$ cat config.mk
export PLATFORM = sky130hd
export DESIGN_NAME = decode_issue
export DESIGN_NICKNAME = d
export VERILOG_FILES = /design/src/decode_pkg.sv /design/src/issue_if.sv /design/src/decode_issue.sv /design/src/inst_decoder.sv /design/src/issue_ctrl.sv /design/src/issue_slot.sv /design/src/reg_file.sv /design/src/scoreboard.sv /design/src/seq_counter.sv
export SDC_FILE = /design/constraint.sdc
export NUM_CORES = 2
export LEC_CHECK = 0
export ABC_CLOCK_PERIOD_IN_PS = 11600
export BUFFER_PORTS_ARGS = -buffer_cell sky130_fd_sc_hd__buf_2
export CORE_ASPECT_RATIO = 2
export CORE_MARGIN = 2
export CORE_UTILIZATION = 25
export CTS_BUF_LIST = sky130_fd_sc_hd__clkbuf_4
export DETAILED_ROUTE_END_ITERATION = 8
export HOLD_SLACK_MARGIN = 0.12
export SETUP_SLACK_MARGIN = 0.02
export SLEW_MARGIN = 10
export SYNTH_ARGS = -nofsm -noshare
export SYNTH_HDL_FRONTEND = slang
export SYNTH_HIERARCHICAL = 1
export SYNTH_SLANG_ARGS = --single-unit
$ cat constraint.sdc
create_clock -name clk -period 11.6 [get_ports clk]
set_clock_uncertainty 0.1 [all_clocks]
set_input_delay 2.32 -clock clk [delete_from_list [all_inputs] [get_ports clk]]
set_output_delay 2.32 -clock clk [all_outputs]
set_load 0.02 [all_outputs]
$ cat src/decode_pkg.sv
/*
  Shared types and constants for the decode and issue stage
  Width typedefs, micro-op enum, pipe select, opcode and funct fields
*/
package decode_pkg;

  // --------------------
  // Widths
  // --------------------
  typedef logic [31:0] addr_t;
  typedef logic [31:0] inst_t;
  typedef logic [31:0] data_t;
  typedef logic [4:0]  reg_idx_t;

  // Issue tag, wraps modulo 16
  typedef logic [3:0]  seq_t;

  // --------------------
  // Micro-ops
  // --------------------
  typedef enum logic [2:0] {
    UOP_ADD = 3'd0,
    UOP_MUL = 3'd1,
    UOP_LW  = 3'd2,
    UOP_SW  = 3'd3,
    UOP_BNE = 3'd4,
    UOP_JAL = 3'd5,
    UOP_NOP = 3'd6
  } uop_e;

  // Pipe 0 takes ALU, memory and branch; pipe 1 multiply
  localparam logic PIPE_ALU = 1'b0;
  localparam logic PIPE_MUL = 1'b1;

  // Most issued but unretired instructions
  localparam int MAX_OUTSTANDING = 8;

  // --------------------
  // Encodings
  // --------------------
  localparam logic [6:0] OPC_OP     = 7'b0110011;
  localparam logic [6:0] OPC_OP_IMM = 7'b0010011;
  localparam logic [6:0] OPC_LOAD   = 7'b0000011;
  localparam logic [6:0] OPC_STORE  = 7'b0100011;
  localparam logic [6:0] OPC_BRANCH = 7'b1100011;
  localparam logic [6:0] OPC_JAL    = 7'b1101111;

  // add and mul share funct3, funct7 tells them apart
  localparam logic [2:0] FUNCT3_ADD = 3'b000;
  localparam logic [2:0] FUNCT3_LW  = 3'b010;
  localparam logic [2:0] FUNCT3_SW  = 3'b010;
  localparam logic [2:0] FUNCT3_BNE = 3'b001;
  localparam logic [6:0] FUNCT7_ADD = 7'b0000000;
  localparam logic [6:0] FUNCT7_MUL = 7'b0000001;

endpackage

$ cat src/issue_if.sv
/*
  Issue message channel with val/rdy handshake
*/
`timescale 1ns/1ns

interface issue_if import decode_pkg::*; ();

  logic     val;
  logic     rdy;

  // Message payload
  addr_t    pc;
  data_t    op1;
  data_t    op2;
  uop_e     uop;
  reg_idx_t rd;
  seq_t     seq;

  // Producer holds val and payload until the transfer
  modport send (output val, pc, op1, op2, uop, rd, seq, input rdy);

  // Consumer only answers with rdy
  modport recv (input val, pc, op1, op2, uop, rd, seq, output rdy);

endinterface

$ cat src/decode_issue.sv
/*
  Decode and issue stage top level
  Decoder, register file, scoreboard, tag counter, control, two issue slots
*/
`timescale 1ns/1ns

module decode_issue import decode_pkg::*; (
  input  logic     clk,
  input  logic     rst,
  // Fetch side
  input  logic     fetch_val,
  output logic     fetch_rdy,
  input  addr_t    fetch_addr,
  input  inst_t    fetch_inst,
  // Writeback and completion
  input  logic     wb_en,
  input  reg_idx_t wb_rd,
  input  data_t    wb_data,
  input  logic     retire,
  input  logic     br_resolve,
  // Pipe 0, ALU memory branch
  output logic     p0_val,
  input  logic     p0_rdy,
  output addr_t    p0_pc,
  output data_t    p0_op1,
  output data_t    p0_op2,
  output uop_e     p0_uop,
  output reg_idx_t p0_rd,
  output seq_t     p0_seq,
  // Pipe 1, multiply
  output logic     p1_val,
  input  logic     p1_rdy,
  output addr_t    p1_pc,
  output data_t    p1_op1,
  output data_t    p1_op2,
  output uop_e     p1_uop,
  output reg_idx_t p1_rd,
  output seq_t     p1_seq
);

  uop_e       uop;
  reg_idx_t   rs1;
  reg_idx_t   rs2;
  reg_idx_t   rd;
  data_t      imm;
  data_t      rd1;
  data_t      rd2;
  data_t      op2;
  seq_t       seq;
  logic       uses_rs2;
  logic       writes_rd;
  logic       is_branch;
  logic       pipe_sel;
  logic       hazard;
  logic       full;
  logic       issue;
  logic [1:0] slot_free;
  logic [1:0] load;

  issue_if in_if [2] ();
  issue_if out_if [2] ();

  // --------------------
  // Decode and operands
  // --------------------
  inst_decoder u_dec (
    .inst (fetch_inst), .uop (uop), .rs1 (rs1), .rs2 (rs2), .rd (rd), .imm (imm),
    .uses_rs2 (uses_rs2), .writes_rd (writes_rd), .is_branch (is_branch),
    .pipe_sel (pipe_sel)
  );

  reg_file u_rf (
    .clk (clk), .rs1 (rs1), .rs2 (rs2), .wb_en (wb_en), .wb_rd (wb_rd),
    .wb_data (wb_data), .rd1 (rd1), .rd2 (rd2)
  );

  // Immediate forms (addi, lw, jal) carry imm as op2
  assign op2 = uses_rs2 ? rd2 : imm;

  scoreboard u_sb (
    .clk (clk), .rst (rst), .rs1 (rs1), .rs2 (rs2), .uses_rs2 (uses_rs2),
    .set_en (issue && writes_rd), .set_rd (rd), .clr_en (wb_en), .clr_rd (wb_rd),
    .hazard (hazard)
  );

  seq_counter u_seq (
    .clk (clk), .rst (rst), .issue (issue), .retire (retire), .seq (seq), .full (full)
  );

  issue_ctrl u_ctrl (
    .clk (clk), .rst (rst), .fetch_val (fetch_val), .is_branch (is_branch),
    .hazard (hazard), .full (full), .slot_free (slot_free), .pipe_sel (pipe_sel),
    .br_resolve (br_resolve), .fetch_rdy (fetch_rdy), .issue (issue)
  );

  // --------------------
  // Issue slots
  // --------------------
  for (genvar g = 0; g < 2; g++) begin : g_pipe
    // Same message offered to both, only the selected pipe loads
    assign in_if[g].val = fetch_val && (pipe_sel == 1'(g));
    assign in_if[g].pc  = fetch_addr;
    assign in_if[g].op1 = rd1;
    assign in_if[g].op2 = op2;
    assign in_if[g].uop = uop;
    assign in_if[g].rd  = rd;
    assign in_if[g].seq = seq;
    assign load[g]      = issue && (pipe_sel == 1'(g));

    issue_slot u_slot (
      .clk (clk), .rst (rst), .load (load[g]),
      .in_msg (in_if[g]), .out_msg (out_if[g]), .free (slot_free[g])
    );
  end

  // Pipe 0 ports
  assign out_if[0].rdy = p0_rdy;
  assign p0_val = out_if[0].val;
  assign p0_pc  = out_if[0].pc;
  assign p0_op1 = out_if[0].op1;
  assign p0_op2 = out_if[0].op2;
  assign p0_uop = out_if[0].uop;
  assign p0_rd  = out_if[0].rd;
  assign p0_seq = out_if[0].seq;

  // Pipe 1 ports
  assign out_if[1].rdy = p1_rdy;
  assign p1_val = out_if[1].val;
  assign p1_pc  = out_if[1].pc;
  assign p1_op1 = out_if[1].op1;
  assign p1_op2 = out_if[1].op2;
  assign p1_uop = out_if[1].uop;
  assign p1_rd  = out_if[1].rd;
  assign p1_seq = out_if[1].seq;

endmodule

$ cat src/inst_decoder.sv
/*
  Instruction decoder for the TinyRV1 subset
  Micro-op, register fields, sign-extended immediate, pipe choice
*/
`timescale 1ns/1ns

module inst_decoder import decode_pkg::*; (
  input  inst_t    inst,
  output uop_e     uop,
  output reg_idx_t rs1,
  output reg_idx_t rs2,
  output reg_idx_t rd,
  output data_t    imm,
  output logic     uses_rs2,
  output logic     writes_rd,
  output logic     is_branch,
  output logic     pipe_sel
);

  logic [6:0] opcode;
  logic [2:0] funct3;
  logic [6:0] funct7;
  logic       uses_rs1;
  logic       has_dest;

  assign opcode = inst[6:0];
  assign funct3 = inst[14:12];
  assign funct7 = inst[31:25];

  always_comb begin
    // Unknown encodings fall through as a no-op on pipe 0
    uop      = UOP_NOP;
    imm      = '0;
    uses_rs1 = 1'b0;
    uses_rs2 = 1'b0;
    has_dest = 1'b0;
    case (opcode)
      OPC_OP: begin
        if (funct3 == FUNCT3_ADD && funct7 == FUNCT7_ADD) begin
          uop = UOP_ADD;
        end else if (funct3 == FUNCT3_ADD && funct7 == FUNCT7_MUL) begin
          uop = UOP_MUL;
        end
        uses_rs1 = (uop != UOP_NOP);
        uses_rs2 = (uop != UOP_NOP);
        has_dest = (uop != UOP_NOP);
      end
      OPC_OP_IMM: begin
        if (funct3 == FUNCT3_ADD) begin
          // addi reuses the add micro-op with an I immediate
          uop      = UOP_ADD;
          imm      = {{20{inst[31]}}, inst[31:20]};
          uses_rs1 = 1'b1;
          has_dest = 1'b1;
        end
      end
      OPC_LOAD: begin
        if (funct3 == FUNCT3_LW) begin
          uop      = UOP_LW;
          imm      = {{20{inst[31]}}, inst[31:20]};
          uses_rs1 = 1'b1;
          has_dest = 1'b1;
        end
      end
      OPC_STORE: begin
        if (funct3 == FUNCT3_SW) begin
          // S immediate split across two fields
          uop      = UOP_SW;
          imm      = {{20{inst[31]}}, inst[31:25], inst[11:7]};
          uses_rs1 = 1'b1;
          uses_rs2 = 1'b1;
        end
      end
      OPC_BRANCH: begin
        if (funct3 == FUNCT3_BNE) begin
          uop      = UOP_BNE;
          imm      = {{19{inst[31]}}, inst[31], inst[7], inst[30:25], inst[11:8], 1'b0};
          uses_rs1 = 1'b1;
          uses_rs2 = 1'b1;
        end
      end
      OPC_JAL: begin
        uop      = UOP_JAL;
        imm      = {{11{inst[31]}}, inst[31], inst[19:12], inst[20], inst[30:21], 1'b0};
        has_dest = 1'b1;
      end
      default: begin
        uop = UOP_NOP;
      end
    endcase
  end

  // Unused sources read x0, which is never pending
  assign rs1       = uses_rs1 ? inst[19:15] : '0;
  assign rs2       = uses_rs2 ? inst[24:20] : '0;
  assign writes_rd = has_dest && (inst[11:7] != '0);
  assign rd        = writes_rd ? inst[11:7] : '0;
  assign is_branch = (uop == UOP_BNE) || (uop == UOP_JAL);
  assign pipe_sel  = (uop == UOP_MUL) ? PIPE_MUL : PIPE_ALU;

endmodule

$ cat src/issue_ctrl.sv
/*
  Issue control FSM
  Fetch acceptance, stall conditions, branch wait
*/
`timescale 1ns/1ns

module issue_ctrl import decode_pkg::*; (
  input  logic       clk,
  input  logic       rst,
  input  logic       fetch_val,
  input  logic       is_branch,
  input  logic       hazard,
  input  logic       full,
  input  logic [1:0] slot_free,
  input  logic       pipe_sel,
  input  logic       br_resolve,
  output logic       fetch_rdy,
  output logic       issue
);

  typedef enum logic {
    RUN     = 1'b0,
    BR_WAIT = 1'b1
  } state_e;

  state_e state;
  state_e state_next;

  // --------------------
  // Handshake
  // --------------------
  // Target slot must have room and operands must be ready
  assign fetch_rdy = (state == RUN) && slot_free[pipe_sel] && !hazard && !full;
  assign issue     = fetch_val && fetch_rdy;

  // --------------------
  // State
  // --------------------
  always_comb begin
    state_next = state;
    case (state)
      RUN: begin
        // Stop fetch until the branch outcome is known
        if (issue && is_branch) begin
          state_next = BR_WAIT;
        end
      end
      BR_WAIT: begin
        if (br_resolve) begin
          state_next = RUN;
        end
      end
      default: begin
        state_next = RUN;
      end
    endcase
  end

  always_ff @(posedge clk) begin
    if (rst) begin
      state <= RUN;
    end else begin
      state <= state_next;
    end
  end

  a_resolve_in_wait: assert property (@(posedge clk) disable iff (rst)
    br_resolve |-> (state == BR_WAIT))
    else $error("br_resolve with no branch in flight");

endmodule

$ cat src/issue_slot.sv
/*
  One-entry issue register for a single pipe
  Holds the message while the pipe applies back-pressure
*/
`timescale 1ns/1ns

module issue_slot import decode_pkg::*; (
  input  logic clk,
  input  logic rst,
  input  logic load,
  issue_if.recv in_msg,
  issue_if.send out_msg,
  output logic free
);

  logic occupied;

  // Room if empty or the held message leaves this cycle
  assign free       = !occupied || out_msg.rdy;
  assign in_msg.rdy = free;

  always_ff @(posedge clk) begin
    if (rst) begin
      occupied <= 1'b0;
    end else if (load) begin
      occupied <= 1'b1;
    end else if (out_msg.rdy) begin
      occupied <= 1'b0;
    end
  end

  // Payload
  always_ff @(posedge clk) begin
    if (load) begin
      out_msg.pc  <= in_msg.pc;
      out_msg.op1 <= in_msg.op1;
      out_msg.op2 <= in_msg.op2;
      out_msg.uop <= in_msg.uop;
      out_msg.rd  <= in_msg.rd;
      out_msg.seq <= in_msg.seq;
    end
  end

  assign out_msg.val = occupied;

  // Capture only an offered message into a slot with room
  a_load_legal: assert property (@(posedge clk) disable iff (rst)
    load |-> (in_msg.val && in_msg.rdy))
    else $error("slot loaded without a valid handshake");

  a_hold_stable: assert property (@(posedge clk) disable iff (rst)
    (out_msg.val && !out_msg.rdy) |=> (out_msg.val && $stable(out_msg.seq)))
    else $error("issue message changed under back-pressure");

endmodule

$ cat src/reg_file.sv
/*
  Integer register file, 2 read ports and 1 write port
  x0 reads zero, writes bypass to same-cycle reads
*/
`timescale 1ns/1ns

module reg_file import decode_pkg::*; (
  input  logic     clk,
  input  reg_idx_t rs1,
  input  reg_idx_t rs2,
  input  logic     wb_en,
  input  reg_idx_t wb_rd,
  input  data_t    wb_data,
  output data_t    rd1,
  output data_t    rd2
);

  // x0 has no storage
  data_t regs [1:31];

  always_ff @(posedge clk) begin
    if (wb_en && wb_rd != '0) begin
      regs[wb_rd] <= wb_data;
    end
  end

  // Read with writeback forwarding
  assign rd1 = (rs1 == '0)                  ? '0      :
               (wb_en && wb_rd == rs1)      ? wb_data : regs[rs1];
  assign rd2 = (rs2 == '0)                  ? '0      :
               (wb_en && wb_rd == rs2)      ? wb_data : regs[rs2];

  a_x0_zero: assert property (@(posedge clk)
    ((rs1 == '0) |-> (rd1 == '0)) and ((rs2 == '0) |-> (rd2 == '0)))
    else $error("x0 read returned nonzero");

endmodule

$ cat src/scoreboard.sv
/*
  Pending-write scoreboard, one bit per register
  Flags a source hazard against in-flight writers
*/
`timescale 1ns/1ns

module scoreboard import decode_pkg::*; (
  input  logic     clk,
  input  logic     rst,
  input  reg_idx_t rs1,
  input  reg_idx_t rs2,
  input  logic     uses_rs2,
  input  logic     set_en,
  input  reg_idx_t set_rd,
  input  logic     clr_en,
  input  reg_idx_t clr_rd,
  output logic     hazard
);

  logic [31:0] pending;
  logic        clr_rs1;
  logic        clr_rs2;

  // Clear wins when set and clear hit the same register
  always_ff @(posedge clk) begin
    if (rst) begin
      pending <= '0;
    end else begin
      if (set_en && set_rd != '0) begin
        pending[set_rd] <= 1'b1;
      end
      if (clr_en) begin
        pending[clr_rd] <= 1'b0;
      end
    end
  end

  // Writeback this cycle is already bypassed by the register file
  assign clr_rs1 = clr_en && (clr_rd == rs1);
  assign clr_rs2 = clr_en && (clr_rd == rs2);
  assign hazard  = (pending[rs1] && !clr_rs1) ||
                   (uses_rs2 && pending[rs2] && !clr_rs2);

  a_clr_pending: assert property (@(posedge clk) disable iff (rst)
    clr_en |-> pending[clr_rd])
    else $error("writeback to r%0d with no pending write", clr_rd);

endmodule

$ cat src/seq_counter.sv
/*
  Issue sequence tag and outstanding-instruction count
*/
`timescale 1ns/1ns

module seq_counter import decode_pkg::*; (
  input  logic clk,
  input  logic rst,
  input  logic issue,
  input  logic retire,
  output seq_t seq,
  output logic full
);

  localparam int CNT_W = $clog2(MAX_OUTSTANDING + 1);

  logic [CNT_W-1:0] count;

  always_ff @(posedge clk) begin
    if (rst) begin
      seq   <= '0;
      count <= '0;
    end else begin
      // Tag for the next issue, wraps freely
      if (issue) begin
        seq <= seq + 1'b1;
      end
      // Issue and retire together cancel out
      case ({issue, retire})
        2'b10:   count <= count + 1'b1;
        2'b01:   count <= count - 1'b1;
        default: count <= count;
      endcase
    end
  end

  assign full = (count == CNT_W'(MAX_OUTSTANDING));

  // --------------------
  // Checks
  // --------------------
  a_no_underflow: assert property (@(posedge clk) disable iff (rst)
    retire |-> (count != '0))
    else $error("retire with nothing outstanding");

  a_no_overflow: assert property (@(posedge clk) disable iff (rst)
    count <= CNT_W'(MAX_OUTSTANDING))
    else $error("outstanding count %0d past limit", count);

endmodule

==> reports/metrics.yaml <==
outcome:
  failed_checks: "design-rule violations"
  status: "finished, violations left"
setup_path:
  worstPathCellList: "buf_2 -> or4_4 -> or4_4 -> o21ai_4 -> and2_4 -> mux4_2 -> mux4_2 -> mux2i_1 -> o22ai_1 -> nor4_1 -> buf_2"
  critPathArrivalTime_ns: 7.02
  slowest_stage: "and2_4"
  cp_max_fo: 43
  required_ns: 9.18
  worst_setup_path_end_kind: "primary output"
  max_stage_delay_ns: 0.86
  cp-start-kind: "input pin"
  critical_path_class: "in -> out"
sta:
  finalCritPeriodShare_pct: 81.39
  tightest_slew_ns: 1.209
  rsz0062_at_grt: "false"
  hold_viol_final: 0
  fmax_mhz: 105.9
  setup_tns_ns: 0
  setup_viol: 0
  period_minus_slack_ns: 9.441
  slew_headroom_pct: 19.38
  drv_slew: 0
global_routing:
  grt_max_degree: 110
  grt_pass1_wl_um: 282700
  antenna_found_initial: 26
  track_usage_pct: 16.97
  grt_overflow: 0
  first_global_vias: 38610
power_and_ir_drop:
  vdd_drop_max_mv: 0.06037
  power_w: 0.008969
  p_per_area_nw_per_um2: 135.3
  leakage_nw: 20.06
clock_tree:
  cts_sinks: 1251
  clk_pin_slew_worst_paths_ns: 0.06
  cts_setup_buffers: 0
  cts_tree: "built"
  postCtsResizedCells: 0
  root_buffer: "clkbuf_4"
  clk_path_buf_depth: 4
  clock_latency_ns: 1.22
  numCtsBuffers: 300
  hold_buffers: 0
  htree_levels: 5
final_layout:
  final_cells: 7046
  drive_gt1_share_pct: 35.23
  syn_to_final_growth_pct: 15.10
  finalNetCount: 3943
  final_util_pct: 28.88
  nFillCells: 22840
routing:
  drt_pass1_iterations: 7
  drcViolationCount: 2
  viasPerCell: 5.323
  first_iter_violations: 3886
  wirelength_um: 205500
  final_antenna_net_count: 0
  num_vias: 37510
  wire_per_inst_um: 29.17
synthesis:
  ys_warn_count: 6
  synth_area_um2: 57610
  syn_area_per_cell_um2: 17.08
  synth_cells: 3373
  syn-num-nets: 3486
floorplan:
  die-area_um2: 234500
  die_width_um: 343.4
  core_region_area_um2: 229600
  pin_count: 328
  num_rows: 249
  initial_core_util_pct: 25.09
  fp.dieH_um: 682.9
placement:
  port_buffers: 327
  place_inst: 6540
  gp_congestion: 0.8377
  dpl.hpwl_um: 123600
worst_hold_path:
  hold_class: "reg -> reg"
flow_run:
  cap_violations: 0
-- layout by cell type (no fill, tap or decap), types with 14 or more instances in the layout --
master and instances:
a221oi_1 14, nand2_1 163, mux2_4 43, edfxtp_1 1208, a32o_1 32, a22oi_1 31, nand3_1 19, nor2b_1 32
o41ai_1 19, buf_2 327, o22ai_1 79, a31oi_1 23, dfxtp_1 43, a311oi_1 18, a2bb2oi_1 19, clkbuf_4 416
mux2_2 81, clkinv_1 59, o211ai_1 22, o21ai_0 35, buf_4 105, a2111o_1 32, mux2i_1 278, xor2_1 14
a21oi_1 94, nor2_4 35, mux4_2 323, a32oi_1 19, o2111ai_1 37, a22o_1 25, nor2_1 55, a211oi_1 90
nor3_1 23
-- registers in the layout, indices dropped and copies added, names as in the netlist --
signal	cells
u_sb/pending	32
u_ctrl/state	1
g_pipe.u_slot/out_msg.op2	64
g_pipe.u_slot/out_msg.val	2
g_pipe.u_slot/out_msg.rd	10
g_pipe.u_slot/out_msg.seq	8
u_seq/count	4
g_pipe.u_slot/out_msg.uop	6
g_pipe.u_slot/out_msg.op1	64
g_pipe.u_slot/out_msg.pc	64
u_seq/seq	4
u_rf/regs	992
-- layer usage --
layer  vias to the layer above  track usage, %  routed length [µm]
li1                      15190               -                   -
met1                     19260           17.66               67940
met2                      2301           30.21              105100
met3                       739           3.472               16370
met4                        18           12.12               16020
met5                         -               0                 100
-- worst paths after layout --
kind,from,to,slack [ns],depth (start not counted)
max,fetch_inst[27],fetch_rdy,2.16,11
min,u_sb/pending[0],u_sb/pending[0],0.38,2
max reg2reg,u_sb/pending[3],u_seq/count[2],7.53,15
min reg2reg,u_sb/pending[0],u_sb/pending[0],0.38,2
-- layout make-up --
cell class | instances | area [µm²] | area share, %
antenna | 9 | 22.52 | 0.03396
inverter | 11 | 42.54 | 0.06416
tap | 3012 | 3769 | 5.683
clock inverter | 81 | 425.4 | 0.6416
clock buffer | 416 | 3123 | 4.710
multi-input combinational | 1830 | 19290 | 29.09
sequential | 1251 | 37140 | 56.00
timing repair buffer | 436 | 2505 | 3.778
-- critical path, delay by kind of cell --
kind            cells  cell delay, ns
buf+inv             2            0.44
mux                 3            1.21
simple gates        4            2.32
compound gates      2            0.70
-- report_power, final --
group / internal, W / switching, W / leakage (nW)
sequential: 0.00504 / 0.0000334 / 11.2
combinational: 0.0000974 / 0.000246 / 6.76
clock: 0.00172 / 0.00184 / 2.11
total: 0.00685 / 0.00212 / 20.1
-- per-stage QoR --
stage	setup slack, ns	area, µm²	hold slack, ns
2_1_floorplan	2.105	57610	0.3329
3_3_place_gp	2.039	62740	0.3604
3_5_place_dp	2.143	62740	0.3707
4_1_cts	2.126	66290	0.3801
5_1_grt	1.976	66290	0.3938
6_report	2.159	66310	0.3778
Power figures use the tool's default switching activity.
